## config.mk

```make
export PLATFORM = sky130hd
export DESIGN_NAME = gat_wh_accum
export DESIGN_NICKNAME = d
export VERILOG_FILES = /design/src/gat_pkg.sv /design/src/gat_wh_accum.sv
export VERILOG_INCLUDE_DIRS = /design/src
export SDC_FILE = /design/constraint.sdc
export NUM_CORES = 1
export LEC_CHECK = 0
export BUFFER_PORTS_ARGS = -buffer_cell sky130_fd_sc_hd__buf_2
export CORE_AREA = 2 2 255 257
export CTS_CLUSTER_DIAMETER = 30
export CTS_CLUSTER_SIZE = 14
export DETAILED_ROUTE_END_ITERATION = 6
export DIE_AREA = 0 0 257 259
export GPL_TIMING_DRIVEN = 0
export MAX_ROUTING_LAYER = met4
export SLEW_MARGIN = 20
export SYNTH_ARGS = -nofsm -noshare
export SYNTH_HDL_FRONTEND = slang
export SYNTH_SLANG_ARGS = --single-unit
```

## constraint.sdc

```tcl
create_clock -name clk -period 4.89 [get_ports clk]
set_clock_uncertainty 0.15 [all_clocks]
set_input_delay 0.2445 -clock clk [delete_from_list [all_inputs] [get_ports clk]]
set_output_delay 0.2445 -clock clk [all_outputs]
set_load 0.01 [all_outputs]
```

## src/gat_macros.svh

```systemverilog
`ifndef GAT_MACROS_SVH
`define GAT_MACROS_SVH

// Layer dimensions
`define GAT_FEAT_IN          8
`define GAT_FEAT_OUT         4

// Datapath widths
`define GAT_DATA_W           8
`define GAT_COL_W            3
`define GAT_WH_W             20
`define GAT_COEF_W           32

// W rows followed by both halves of a
`define GAT_WGT_DEPTH        40
`define GAT_WGT_ADDR_W       6

// Queue depths
`define GAT_WH_FIFO_DEPTH    8
`define GAT_COEF_FIFO_DEPTH  16

`endif

```

## src/gat_pkg.sv

```systemverilog
`include "gat_macros.svh"

package gat_pkg;

  typedef logic signed [`GAT_DATA_W-1:0] data_t;
  typedef logic        [`GAT_COL_W-1:0]  col_t;
  typedef logic signed [`GAT_WH_W-1:0]   wh_t;
  typedef logic signed [`GAT_COEF_W-1:0] coef_t;

  typedef wh_t   [`GAT_FEAT_OUT-1:0]     wh_vec_t;
  typedef data_t [`GAT_FEAT_OUT-1:0]     w_row_t;
  // Low half is source, high half is destination
  typedef data_t [2*`GAT_FEAT_OUT-1:0]   a_vec_t;

  typedef struct packed {
    wh_vec_t wh;
    logic    last;
  } wh_entry_t;

  typedef struct packed {
    coef_t coef;
    logic  last;
  } coef_entry_t;

endpackage

```

## src/gat_wh_accum.sv

```systemverilog
`timescale 1ns/10ps
`include "gat_macros.svh"

module gat_wh_accum (
  input  logic               clk,
  input  logic               rst_n,
  input  logic               en_i,
  input  logic               h_vld_i,
  input  logic               h_row_last_i,
  input  logic               h_sub_last_i,
  input  gat_pkg::col_t      h_col_i,
  input  gat_pkg::data_t     h_val_i,
  output gat_pkg::col_t      w_col_o,
  input  gat_pkg::w_row_t    w_row_i,
  output logic               wh_vld_o,
  output gat_pkg::wh_entry_t wh_entry_o
);

  logic             accept;
  logic             row_done;
  gat_pkg::wh_vec_t acc;
  gat_pkg::wh_vec_t acc_next;

  // Strobes before the weights are loaded are dropped
  assign accept   = en_i && h_vld_i;
  assign row_done = accept && h_row_last_i;

  // W row addressed by the nonzero's column
  assign w_col_o = h_col_i;

  always_comb begin
    for (int j = 0; j < `GAT_FEAT_OUT; j++) begin
      acc_next[j] = acc[j] + gat_pkg::wh_t'(h_val_i * w_row_i[j]);
    end
  end

  always_ff @(posedge clk or negedge rst_n) begin
    if (!rst_n) begin
      acc      <= '0;
      wh_vld_o <= 1'b0;
    end else begin
      wh_vld_o <= row_done;
      if (accept) begin
        // Restart from zero for the next node row
        acc <= h_row_last_i ? '0 : acc_next;
      end
    end
  end

  // Finished row with its subgraph flag
  always_ff @(posedge clk) begin
    if (row_done) begin
      wh_entry_o.wh   <= acc_next;
      wh_entry_o.last <= h_sub_last_i;
    end
  end

endmodule

```

After elaboration in Yosys (flattened, before gate mapping)
Index checks and enable logic that the tools add are counted.

$add $sub $neg: 4. Multiplexer cells: 1. $mul: 4. Reductions and logical operators: 2.

Operators with widths (number): 20-bit by 16-bit adder with 20-bit output (4); 80-bit two-way mux (1); 8-bit by 8-bit multiplier with 16-bit output (4); 1-bit logical AND (2).

Logic and storage cells: 21. Register bits: 162. Output and inout port bits: 85.

Longest topological paths before layout
Gate-level depths: netlist of the first run.

Depth after elaboration: 3. Mapped depth: 21. Mapped depth without buffers: 20.

Worst setup path before layout of the first run
No wires, ideal clock.

Path type: input -> register. Start: in h_val_i[7]. End: reg acc[57] in the netlist's numbering. Setup time: 0.121 ns. Path buffers: 1. Path slack: -0.517 ns. Data required time: 4.619 ns. Arrival time: 5.136 ns. Stages on the path: 17. Cell sequence: clkbuf_1 and2_1 inv_1 fa_1 inv_1 fa_1 fa_1 fa_1 fa_1 ha_1 a2111oi_4 o21ai_2 and3_4 a221oi_4 a211oi_1 xor2_1 a22o_1.

RTL lines: start, declared (RTL line gat_wh_accum.sv:12) `input gat_pkg::data_t h_val_i,`; end signal, assigned (RTL line gat_wh_accum.sv:45) `acc <= h_row_last_i ? '0 : acc_next;`; end, declared (RTL line gat_wh_accum.sv:21) `gat_pkg::wh_vec_t acc;`.

==> results of run 1 <==
## kinds of logic (layout without fill, tap and decap cells)
kind of cell / count (synthesis) / in the layout
XOR/XNOR: 84 / 84
other: 0 / 15
AND/OR/NAND/NOR: 400 / 400
adder cells (fa/ha/maj): 536 / 536
buffers and inverters: 418 / 628
flip-flops: 162 / 162
AO/OA/AOI/OAI: 209 / 209
## worst max-delay path, stage by stage, from the launching register on
cell and delay, ns:
dfrtp_1 0.41, fa_1 0.53, inv_2 0.04, fa_1 0.50, inv_1 0.05, fa_1 0.48, fa_1 0.60, ha_4 0.23
ha_4 0.25, a21o_1 0.21, a211oi_2 0.27, nand4b_1 0.21, nand2_1 0.17, a31oi_2 0.11, xor2_1 0.17, buf_4 0.15
a22o_1 0.19
## layer usage
layer  vias to the layer above  wire length, microns  global-route usage
met3                        56                  3199             0.03554
met1                      7071                 22100              0.2119
met5                         -                     0                   -
met4                         0                  1166             0.05879
met2                       304                 25320              0.2677
li1                       6101                     -                   -
## state kept, by name (all words and copies together), names as in the netlist
name and cells:
wh_vld_o 1, acc 80, wh_entry_o 81
## path summary, 6_finish.rpt
path / from / end / slack [ns] / cells after the start
max in group asynchronous: rst_n / acc[12] / 3.88 / 3
worst min register to register: acc[25] / acc[25] / 0.33 / 2
worst max-delay path: acc[33] / acc[38] / 0.06 / 16
min in group clk: h_row_last_i / acc[41] / 0.15 / 3
worst min-delay path: rst_n / acc[47] / 0.08 / 2
worst max register to register: acc[33] / acc[38] / 0.06 / 16
## final cells by class
type                       count  area, sq um
inverter                     367         1378
sequential                   162         4461
clock inverter                15        195.2
clock buffer                  17        425.4
timing repair buffer         178         1109
antenna                       15        37.54
tap                          855         1070
fill                        6286        40680
buffer                        51        285.3
multi-input combinational   1229        14240
## per-stage QoR
step,setup TNS (ns),cells,setup WS [ns],utilization,hold WS [ns]
3_3_place_gp,-70.91,2791,-1.092,0.3346,0.2728
4_1_cts,-0.009349,2851,-0.003810,0.3523,0.05046
3_5_place_dp,-62.07,2795,-1.118,0.3361,0.001487
2_1_floorplan,-0.03088,1809,-0.03088,-,-0.2011
5_1_grt,-0.5032,2888,-0.09297,0.3631,0.07602
6_report,0,2889,0.06040,0.3632,0.07712
## repair_timing
item | CTS | global route
setup endpoints to repair | 67 | 57
hold buffers | 2 | 0
gates resized for setup | 62 | 117
endpoints found under the hold margin | 82 | 0
cloned | 0 | 1
buffers inserted | 22 | 24
pin swaps | 29 | 80
## cells in the mapped netlist (all sizes together) (2+ instances only)
| cell type | number |
|---|---|
| inv | 364 |
| fa | 352 |
| ha | 184 |
| nand2 | 148 |
| and2 | 128 |
| dfrtp | 81 |
| edfxtp | 81 |
| xnor2 | 65 |
| a22o | 54 |
| nor2 | 51 |
| clkbuf | 43 |
| o21ai | 42 |
| a21oi | 34 |
| nand2b | 30 |
| a21o | 20 |
| xor2 | 19 |
| a31oi | 12 |
| a211oi | 11 |
| nand3 | 11 |
| nor3 | 10 |
| o21bai | 9 |
| buf | 8 |
| o21a | 8 |
| o31ai | 6 |
| and3 | 5 |
| nor2b | 5 |
| clkinv | 3 |
| nand4 | 3 |
| nand4b | 3 |
| a21boi | 2 |
| o2111ai | 2 |
| or3 | 2 |
==> impl_results.md, run 1 <==
* Area Overhead vs Synth at 18.27%
* Status: complete, no violations
* First-pass GRT wire length at roughly 83000 microns
* Antenna Violating Nets Remaining at 0
* Fin. Hold Viols at 0
* EDFF count, synth at between 80 and 90
* CP Launch Type: register
* Avg Inst Size Synth at ~11 sq um
* Initial antenna violation count at 20
* Crit path time final at roughly 4.8 ns
* Syn nets at 2394
* Peak Freq at 207.1 MHz
* Core Area at approximately 0.064 sq mm
* Gate count of the mapped netlist at 1809
* Period Utilization, post-route at 0.9876
* Simple-gate area share of the yosys netlist at 0.1017
* CTS Sinks at between 150 and 200
* Critical path endpoint category: register
* Primary FF master, synth: edfxtp_1
* CTS tree: yes
* # DRC at 0
* Total track usage at 0.1680
* Slew @ Worst Pin at 1.057 ns
* Clock root buffer: clkbuf_16
* Htree depth at 4
* Reported max-cap violation count at 0
* # setup viols final at 0
* Yosys top cell area share at 0.3592
* Leading cell types in the layout, fill and taps excluded: 351 x inv_1, 337 x fa_1, 155 x ha_1
* Commonest non-fill, non-tap cell in the layout: inv_1
* Synth Area in Compound Gates at 0.07596
* DRT iter0 DRCs at a little under 800
* Largest net degree at the start of global routing at between 50 and 60
* Die area at 0.06656 sq mm
* Layout cell share with drive strength beyond 1 at 0.1798
* Largest family of logic cells by synthesized area: adder cells
* Port buffer count at ~130
* Clock buffer count from CTS at 17
* Layout net count at 2591
* Crit-path max FO at 4
* RSZ-0062 raised after global routing: yes
* Required time worst endpoint at 5.13 ns
* Critical path class: register to register
* Max-slew violations at 0
* DR WL/cell at roughly 18 microns
* Initial Util at 0.3071
* Detailed-route via count at ~14000
* Largest area contributor in the netlist: fa_1
* Final Wtd Congestion at around 0.85
* Clk Latency, worst-skew pair at 0.49 ns
* Clock-pin slew on the worst setup and hold paths at roughly 0.070 ns
* Num ports at approximately 130
* Async SR Flop Fraction at 0.5000
* GRT overflow at 0
* Synthesized flop and latch total at 162
* Slew headroom at 0.2954
* Die height at 259 microns
* Vias in the first global route at approximately 15000
* Rows at 93
* Synth area leaders: fa_1 36%, edfxtp_1 12%, ha_1 12%, dfrtp_1 10%, inv_1 7.0%
* Post-synthesis cell area at about 0.02 sq mm
* WL final at about 52000 microns
* DR pass1 iterations at 5
* Yosys warns at 0
* Finished Cell Area at 0.02320 sq mm
* Placed Area at ~0.021 sq mm
* Synth Area in Adders at 0.4766
* Post-DP HPWL at 40940 microns
* Die X at approximately 260 microns
* Post-synthesis sequential area ratio at 0.2273
* Arrival @ worst endpoint at roughly 5.1 ns
* Via density at 4.684
* Clk buf depth at 2
* Worst hold path type: input port to asynchronous set/reset pin
* Mux contribution to synthesized area at 0
* Distinct cells, synth at about 50
* Synth Area in XOR/XNOR at 0.03750
Power of run 1 is not shown: default switching activity piles up to over one toggle a cycle in this logic, so the estimate is an artifact.
==> run 2: changes to the inputs <==
--- a/config.mk
+++ b/config.mk
@@ -6,14 +6,17 @@
 export SDC_FILE = /design/constraint.sdc
 export NUM_CORES = 1
 export LEC_CHECK = 0
+export ABC_CLOCK_PERIOD_IN_PS = 4890
 export BUFFER_PORTS_ARGS = -buffer_cell sky130_fd_sc_hd__buf_2
 export CORE_AREA = 2 2 255 257
+export CTS_BUF_LIST = sky130_fd_sc_hd__clkbuf_8
 export CTS_CLUSTER_DIAMETER = 30
 export CTS_CLUSTER_SIZE = 14
 export DETAILED_ROUTE_END_ITERATION = 6
 export DIE_AREA = 0 0 257 259
 export GPL_TIMING_DRIVEN = 0
 export MAX_ROUTING_LAYER = met4
+export PLACE_DENSITY = 0.49
 export SLEW_MARGIN = 20
 export SYNTH_ARGS = -nofsm -noshare
 export SYNTH_HDL_FRONTEND = slang
==> impl_results.md, run 2 (synthesized netlist as in run 1, its figures left out) <==
* # DRC at 0 (unchanged)
* Die area at 0.06656 sq mm (unchanged)
* Clk Latency, worst-skew pair at 0.58 ns (was 0.49 ns)
* First-pass GRT wire length at 84410 microns (was 82770 microns)
* Clock root buffer: clkbuf_8 (was clkbuf_16)
* Met2 wire len at 25780 microns (was 25320 microns)
* Largest net degree at the start of global routing at 60 (was 56)
* Num ports at 134 (unchanged)
* Htree depth at 4 (unchanged)
* Period Utilization, post-route at 0.9825 (was 0.9876)
* CP Launch Type: register (unchanged)
* Detailed-route via count at 13240 (was 13530)
* Clock-pin slew on the worst setup and hold paths at 0.11 ns (was 0.07 ns)
* Finished Cell Area at 0.02295 sq mm (was 0.02320 sq mm)
* Final Wtd Congestion at 0.8128 (was 0.8537)
* Largest register FFs at 81 (unchanged)
* Initial antenna violation count at 15 (was 20)
* RSZ-0062 raised after global routing: yes (unchanged)
* Largest regs: wh_entry_o x81, acc x80, wh_vld_o x1 (unchanged)
* Placed Area at 0.02147 sq mm (about the same)
* # setup viols final at 0 (unchanged)
* Layout cell share with drive strength beyond 1 at 0.1772 (was 0.1798)
* Vias in the first global route at 14600 (was 14660)
* Leading cell types in the layout, fill and taps excluded: 356 x inv_1, 332 x fa_1, 162 x ha_1 (was 351 x inv_1, 337 x fa_1, 155 x ha_1)
* Critical path class: register to register (unchanged)
* Die X at 257 microns (unchanged)
* Register name with the most flops: wh_entry_o (unchanged)
* Reported max-cap violation count at 0 (unchanged)
* Multi-input gate area at 0.01425 sq mm (was 0.01424 sq mm)
* Commonest non-fill, non-tap cell in the layout: inv_1 (unchanged)
* Required time worst endpoint at 5.22 ns (was 5.13 ns)
* Total track usage at 0.1723 (was 0.1680)
* Hold Slack at 0.05105 ns (was 0.07712 ns)
* Port buffer count at 127 (unchanged)
* Critical path endpoint category: register (unchanged)
* DRT iter0 DRCs at 664 (was 774)
* Clock buffer count from CTS at 17 (unchanged)
* Max-slew violations at 0 (unchanged)
* Layout net count at 2587 (was 2591)
* Metal-1 WL at 23620 microns (was 22100 microns)
* Initial Util at 0.3071 (unchanged)
* Clk buf depth at 2 (unchanged)
* Slew @ Worst Pin at 0.8658 ns (was 1.057 ns)
* Filler cell count at 6462 (was 6286)
* Reg area at 0.004461 sq mm (unchanged)
* Die height at 259 microns (unchanged)
* Crit-path max FO at 3 (was 4)
* GRT overflow at 0 (unchanged)
* Peak Freq at 208.1 MHz (was 207.1 MHz)
* Post-route core utilization at 0.3592 (was 0.3632)
* Via density at 4.593 (was 4.684)
* Slew headroom at 0.4214 (was 0.2954)
* Core Area at 0.06388 sq mm (unchanged)
* Crit path time final at 4.804 ns (was 4.830 ns)
* Antenna Violating Nets Remaining at 0 (unchanged)
* Status: complete, no violations (unchanged)
* CTS Sinks at 162 (unchanged)
* Top layer used by detailed routing: met4 (unchanged)
* Arrival @ worst endpoint at 5.13 ns (was 5.07 ns)
* Fin. Hold Viols at 0 (unchanged)
* Worst hold path type: input port to asynchronous set/reset pin (unchanged)
* Rows at 93 (unchanged)
* CTS tree: yes (unchanged)
* Area Overhead vs Synth at 16.98% (was 18.27%)
* Met3 WL post-DR at 2655 microns (was 3199 microns)
* DR WL/cell at 18.30 microns (was 17.93 microns)
* Post-DP HPWL at 41630 microns (was 40940 microns)
* WL final at 52750 microns (was 51790 microns)
* DR pass1 iterations at 5 (unchanged)
## run 2: path summary, 6_finish.rpt
check	start	end	slack, ns	cells after the start
max in group asynchronous	rst_n	acc[15]	4.15	3
worst min-delay path	rst_n	acc[69]	0.05	3
worst min register to register	acc[21]	acc[21]	0.34	2
worst max register to register	acc[26]	acc[37]	0.09	18
min in group clk	h_row_last_i	acc[42]	0.10	3
worst max-delay path	acc[26]	acc[37]	0.09	18
## run 2: what timing repair did
| action | 4_1_cts | 5_1_grt |
|---|---|---|
| setup endpoints to repair | 58 | 59 |
| gates cloned | 0 | 1 |
| hold buffers | 3 | 0 |
| endpoints found under the hold margin | 82 | 0 |
| gates resized for setup | 67 | 109 |
| pin swaps | 26 | 83 |
| buffers inserted | 17 | 24 |
## run 2: area by class of cell
type,instances,share of cell area
Buffer,51,0.01227
Sequential cell,162,0.1944
Inverter,367,0.06003
Clock buffer,17,0.01020
Timing Repair Buffer,174,0.04722
Tap cell,855,0.04662
Multi-Input combinational cell,1229,0.6211
Antenna cell,13,0.001418
Clock inverter,15,0.006761
## run 2: stage by stage
stage | TNS, ns | std cells | setup slack, ns
after global placement | -92.36 | 2791 | -1.210
final | 0 | 2883 | 0.08575
after CTS | -0.008769 | 2847 | -0.005863
after floorplan | -0.03088 | 1809 | -0.03088
after global routing | -0.3079 | 2883 | -0.08243
after detailed placement | -67.90 | 2795 | -1.181
## run 2: worst max-delay path, stage by stage (launching register included)
cell and delay, ns:
dfrtp_1 0.40, inv_2 0.05, fa_1 0.49, inv_2 0.04, fa_1 0.47, inv_1 0.05, fa_1 0.50, inv_2 0.05
fa_2 0.36, fa_1 0.55, ha_4 0.21, a21o_1 0.16, a21oi_2 0.18, a211oi_2 0.12, nor3_2 0.28, buf_4 0.16
o21bai_1 0.08, xor2_2 0.19, a22o_1 0.21
## run 2: metal layers
layer,track usage,vias up
met5,-,-
met4,0.04231,0
met3,0.03954,33
met2,0.2772,218
met1,0.2202,6906
li1,-,6085
Power of run 2 is left out for the same reason.
==> run 3: changes to the inputs <==
--- a/config.mk
+++ b/config.mk
@@ -8,15 +8,15 @@
 export LEC_CHECK = 0
 export ABC_CLOCK_PERIOD_IN_PS = 4890
 export BUFFER_PORTS_ARGS = -buffer_cell sky130_fd_sc_hd__buf_2
-export CORE_AREA = 2 2 255 257
+export CORE_AREA = 2 2 200 202
 export CTS_BUF_LIST = sky130_fd_sc_hd__clkbuf_8
 export CTS_CLUSTER_DIAMETER = 30
 export CTS_CLUSTER_SIZE = 14
 export DETAILED_ROUTE_END_ITERATION = 6
-export DIE_AREA = 0 0 257 259
+export DIE_AREA = 0 0 202 204
 export GPL_TIMING_DRIVEN = 0
 export MAX_ROUTING_LAYER = met4
-export PLACE_DENSITY = 0.49
+export PLACE_DENSITY = 0.72
 export SLEW_MARGIN = 20
 export SYNTH_ARGS = -nofsm -noshare
 export SYNTH_HDL_FRONTEND = slang
==> impl_results.md, run 3 (synthesized netlist as in run 1, its figures left out) <==
* Arrival @ worst endpoint at 5.06 ns (was 5.13 ns)
* Critical path endpoint category: register (unchanged)
* Via density at 5.311 (was 4.593)
* CP Launch Type: register (unchanged)
* Crit-path max FO at 3 (unchanged)
* DR pass1 iterations at 6 (was 5)
* Worst hold path type: input port to asynchronous set/reset pin (unchanged)
* Period Utilization, post-route at 0.9750 (was 0.9825)
* Die X at 202 microns (was 257 microns)
* Required time worst endpoint at 5.18 ns (was 5.22 ns)
* Final worst slack at 0.1222 ns (was 0.08575 ns)
* Critical path's slowest cell: fa_1 (unchanged)
* Filler cell count at 3313 (was 6462)
* Initial antenna violation count at 10 (was 15)
* Post-DP HPWL at 36740 microns (was 41630 microns)
* WL final at 47580 microns (was 52750 microns)
* Finished Layout Cells at 2537 (was 2883)
* GRT overflow at 0 (unchanged)
* Reported max-cap violation count at 0 (unchanged)
* DRT iter0 DRCs at 746 (was 664)
* Largest net degree at the start of global routing at 58 (was 60)
* Vias in the first global route at 14450 (was 14600)
* Max-slew violations at 0 (unchanged)
* Initial Util at 0.5007 (was 0.3071)
* Clk buf depth at 2 (unchanged)
* Largest regs: wh_entry_o x81, acc x80, wh_vld_o x1 (unchanged)
* Final Wtd Congestion at 0.8768 (was 0.8128)
* RSZ-0062 raised after global routing: yes (unchanged)
* Cell breakdown of the critical path: inv_1 > fa_1 > inv_1 > fa_1 > inv_1 > fa_1 > inv_1 > fa_1 > fa_1 > ha_4 > nor3_2 > nor2_1 > a31oi_2 > buf_4 > o21ai_4 > a31oi_2 > xnor2_1 > a22o_1 (was inv_2 > fa_1 > inv_2 > fa_1 > inv_1 > fa_1 > inv_2 > fa_2 > fa_1 > ha_4 > a21o_1 > a21oi_2 > a211oi_2 > nor3_2 > buf_4 > o21bai_1 > xor2_2 > a22o_1)
* CTS tree: yes (unchanged)
* Biggest cell delay along the critical path at 0.53 ns (was 0.55 ns)
* First-pass GRT wire length at 76450 microns (was 84410 microns)
* Worst-case reg-to-reg path depth at 18 (unchanged)
* Layout cell share with drive strength beyond 1 at 0.1604 (was 0.1772)
* Rows at 73 (was 93)
* Register name with the most flops: wh_entry_o (unchanged)
* Worst setup startpoint: acc[6] (was acc[26])
* Layout net count at 2573 (was 2587)
* # setup viols final at 0 (unchanged)
* Status: complete, no violations (unchanged)
* Clock-pin slew on the worst setup and hold paths at 0.10 ns (was 0.11 ns)
* Die height at 204 microns (was 259 microns)
* DR WL/cell at 18.76 microns (was 18.30 microns)
* Slew @ Worst Pin at 1.088 ns (was 0.8658 ns)
* Die area at 0.04121 sq mm (was 0.06656 sq mm)
* Largest register FFs at 81 (unchanged)
* Crit path time final at 4.768 ns (was 4.804 ns)
* Reg-to-Reg End: acc[19] (was acc[37])
* Fin. Hold Viols at 0 (unchanged)
* Post-route core utilization at 0.5701 (was 0.3592)
* R2r setup slk at 0.12 ns (was 0.09 ns)
* Htree depth at 4 (unchanged)
* Clock buffer count from CTS at 17 (unchanged)
* Post-Place Cells at 2465 (was 2795)
* Clock root buffer: clkbuf_8 (unchanged)
* Num ports at 134 (unchanged)
* CTS Sinks at 162 (unchanged)
* Peak Freq at 209.7 MHz (was 208.1 MHz)
* Total track usage at 0.2506 (was 0.1723)
* Worst setup path end: acc[19] (was acc[37])
* Leading cell types in the layout, fill and taps excluded: 363 x inv_1, 335 x fa_1, 164 x ha_1 (was 356 x inv_1, 332 x fa_1, 162 x ha_1)
* Port buffer count at 127 (unchanged)
* # DRC at 0 (unchanged)
* Core Area at 0.03918 sq mm (was 0.06388 sq mm)
* Slew headroom at 0.2745 (was 0.4214)
* Clk Latency, worst-skew pair at 0.55 ns (was 0.58 ns)
* Hold Slack at 0.05009 ns (was 0.05105 ns)
* Critical path class: register to register (unchanged)
* Pre-CTS setup slack at -1.089 ns (was -1.181 ns)
* CP most frequent cell: fa_1 (unchanged)
* Area Overhead vs Synth at 13.87% (was 16.98%)
* Detailed-route via count at 13470 (was 13240)
* Antenna Violating Nets Remaining at 0 (unchanged)
* Crit Reg-Reg Startpoint: acc[6] (was acc[26])
* Commonest non-fill, non-tap cell in the layout: inv_1 (unchanged)
[run 3: routing by layer]
layer  up-vias  part of all wire  track usage
met4         0             0.027      0.08692
met2       356              0.50       0.3980
met3        70             0.061      0.05150
met1      7013              0.42       0.3222
met5         -                 0            -
li1       6035                 -            -
[run 3: worst min path at each step]
stage,endpoint,slack [ns],start,depth (start not counted)
after floorplan,acc[0],-0.20,rst_n,0
after global placement,wh_entry_o[0],0.27,h_sub_last_i,1
after detailed placement,acc[15],-0.02,rst_n,1
after CTS,acc[15],0.03,rst_n,3
after global routing,acc[15],0.05,rst_n,3
final,acc[15],0.05,rst_n,3
[run 3: critical path: cells and delay by family, from the launching register on]
| family | cells | cell delay (ns) |
|---|---|---|
| flip-flops | 1 | 0.36 |
| XOR/XNOR | 1 | 0.13 |
| buffers and inverters | 5 | 0.39 |
| adder cells (fa/ha/maj) | 6 | 2.63 |
| AND/OR/NAND/NOR | 2 | 0.25 |
| AO/OA/AOI/OAI | 4 | 0.75 |
[run 3: area by class of cell]
| type | count | area, sq um | share of cell area |
|---|---|---|---|
| multi-input combinational | 1229 | 14150 | 0.6335 |
| antenna | 11 | 27.53 | 0.001232 |
| sequential | 162 | 4459 | 0.1996 |
| buffer | 50 | 274.0 | 0.01227 |
| inverter | 367 | 1378 | 0.06167 |
| clock inverter | 15 | 167.7 | 0.007506 |
| tap | 525 | 656.9 | 0.02941 |
| timing repair buffer | 161 | 989.7 | 0.04431 |
| clock buffer | 17 | 234.0 | 0.01047 |
[run 3: timing repair]
| item | in CTS | in global routing |
|---|---|---|
| setup buffers | 8 | 18 |
| setup endpoints to repair | 54 | 55 |
| hold endpoints to repair | 82 | 0 |
| cloned | 0 | 1 |
| pin swaps | 21 | 65 |
| hold buffers | 3 | 0 |
| resized for setup | 49 | 108 |
[run 3: through the flow]
| step | TNS, ns | instance area [sq um] |
|---|---|---|
| after floorplan | -0.03088 | 19670 |
| after global placement | -49.57 | 20960 |
| after detailed placement | -55.57 | 21060 |
| after CTS | 0 | 21730 |
| after global routing | -0.2347 | 22340 |
| final | 0 | 22340 |
Power of run 3 is left out for the same reason.
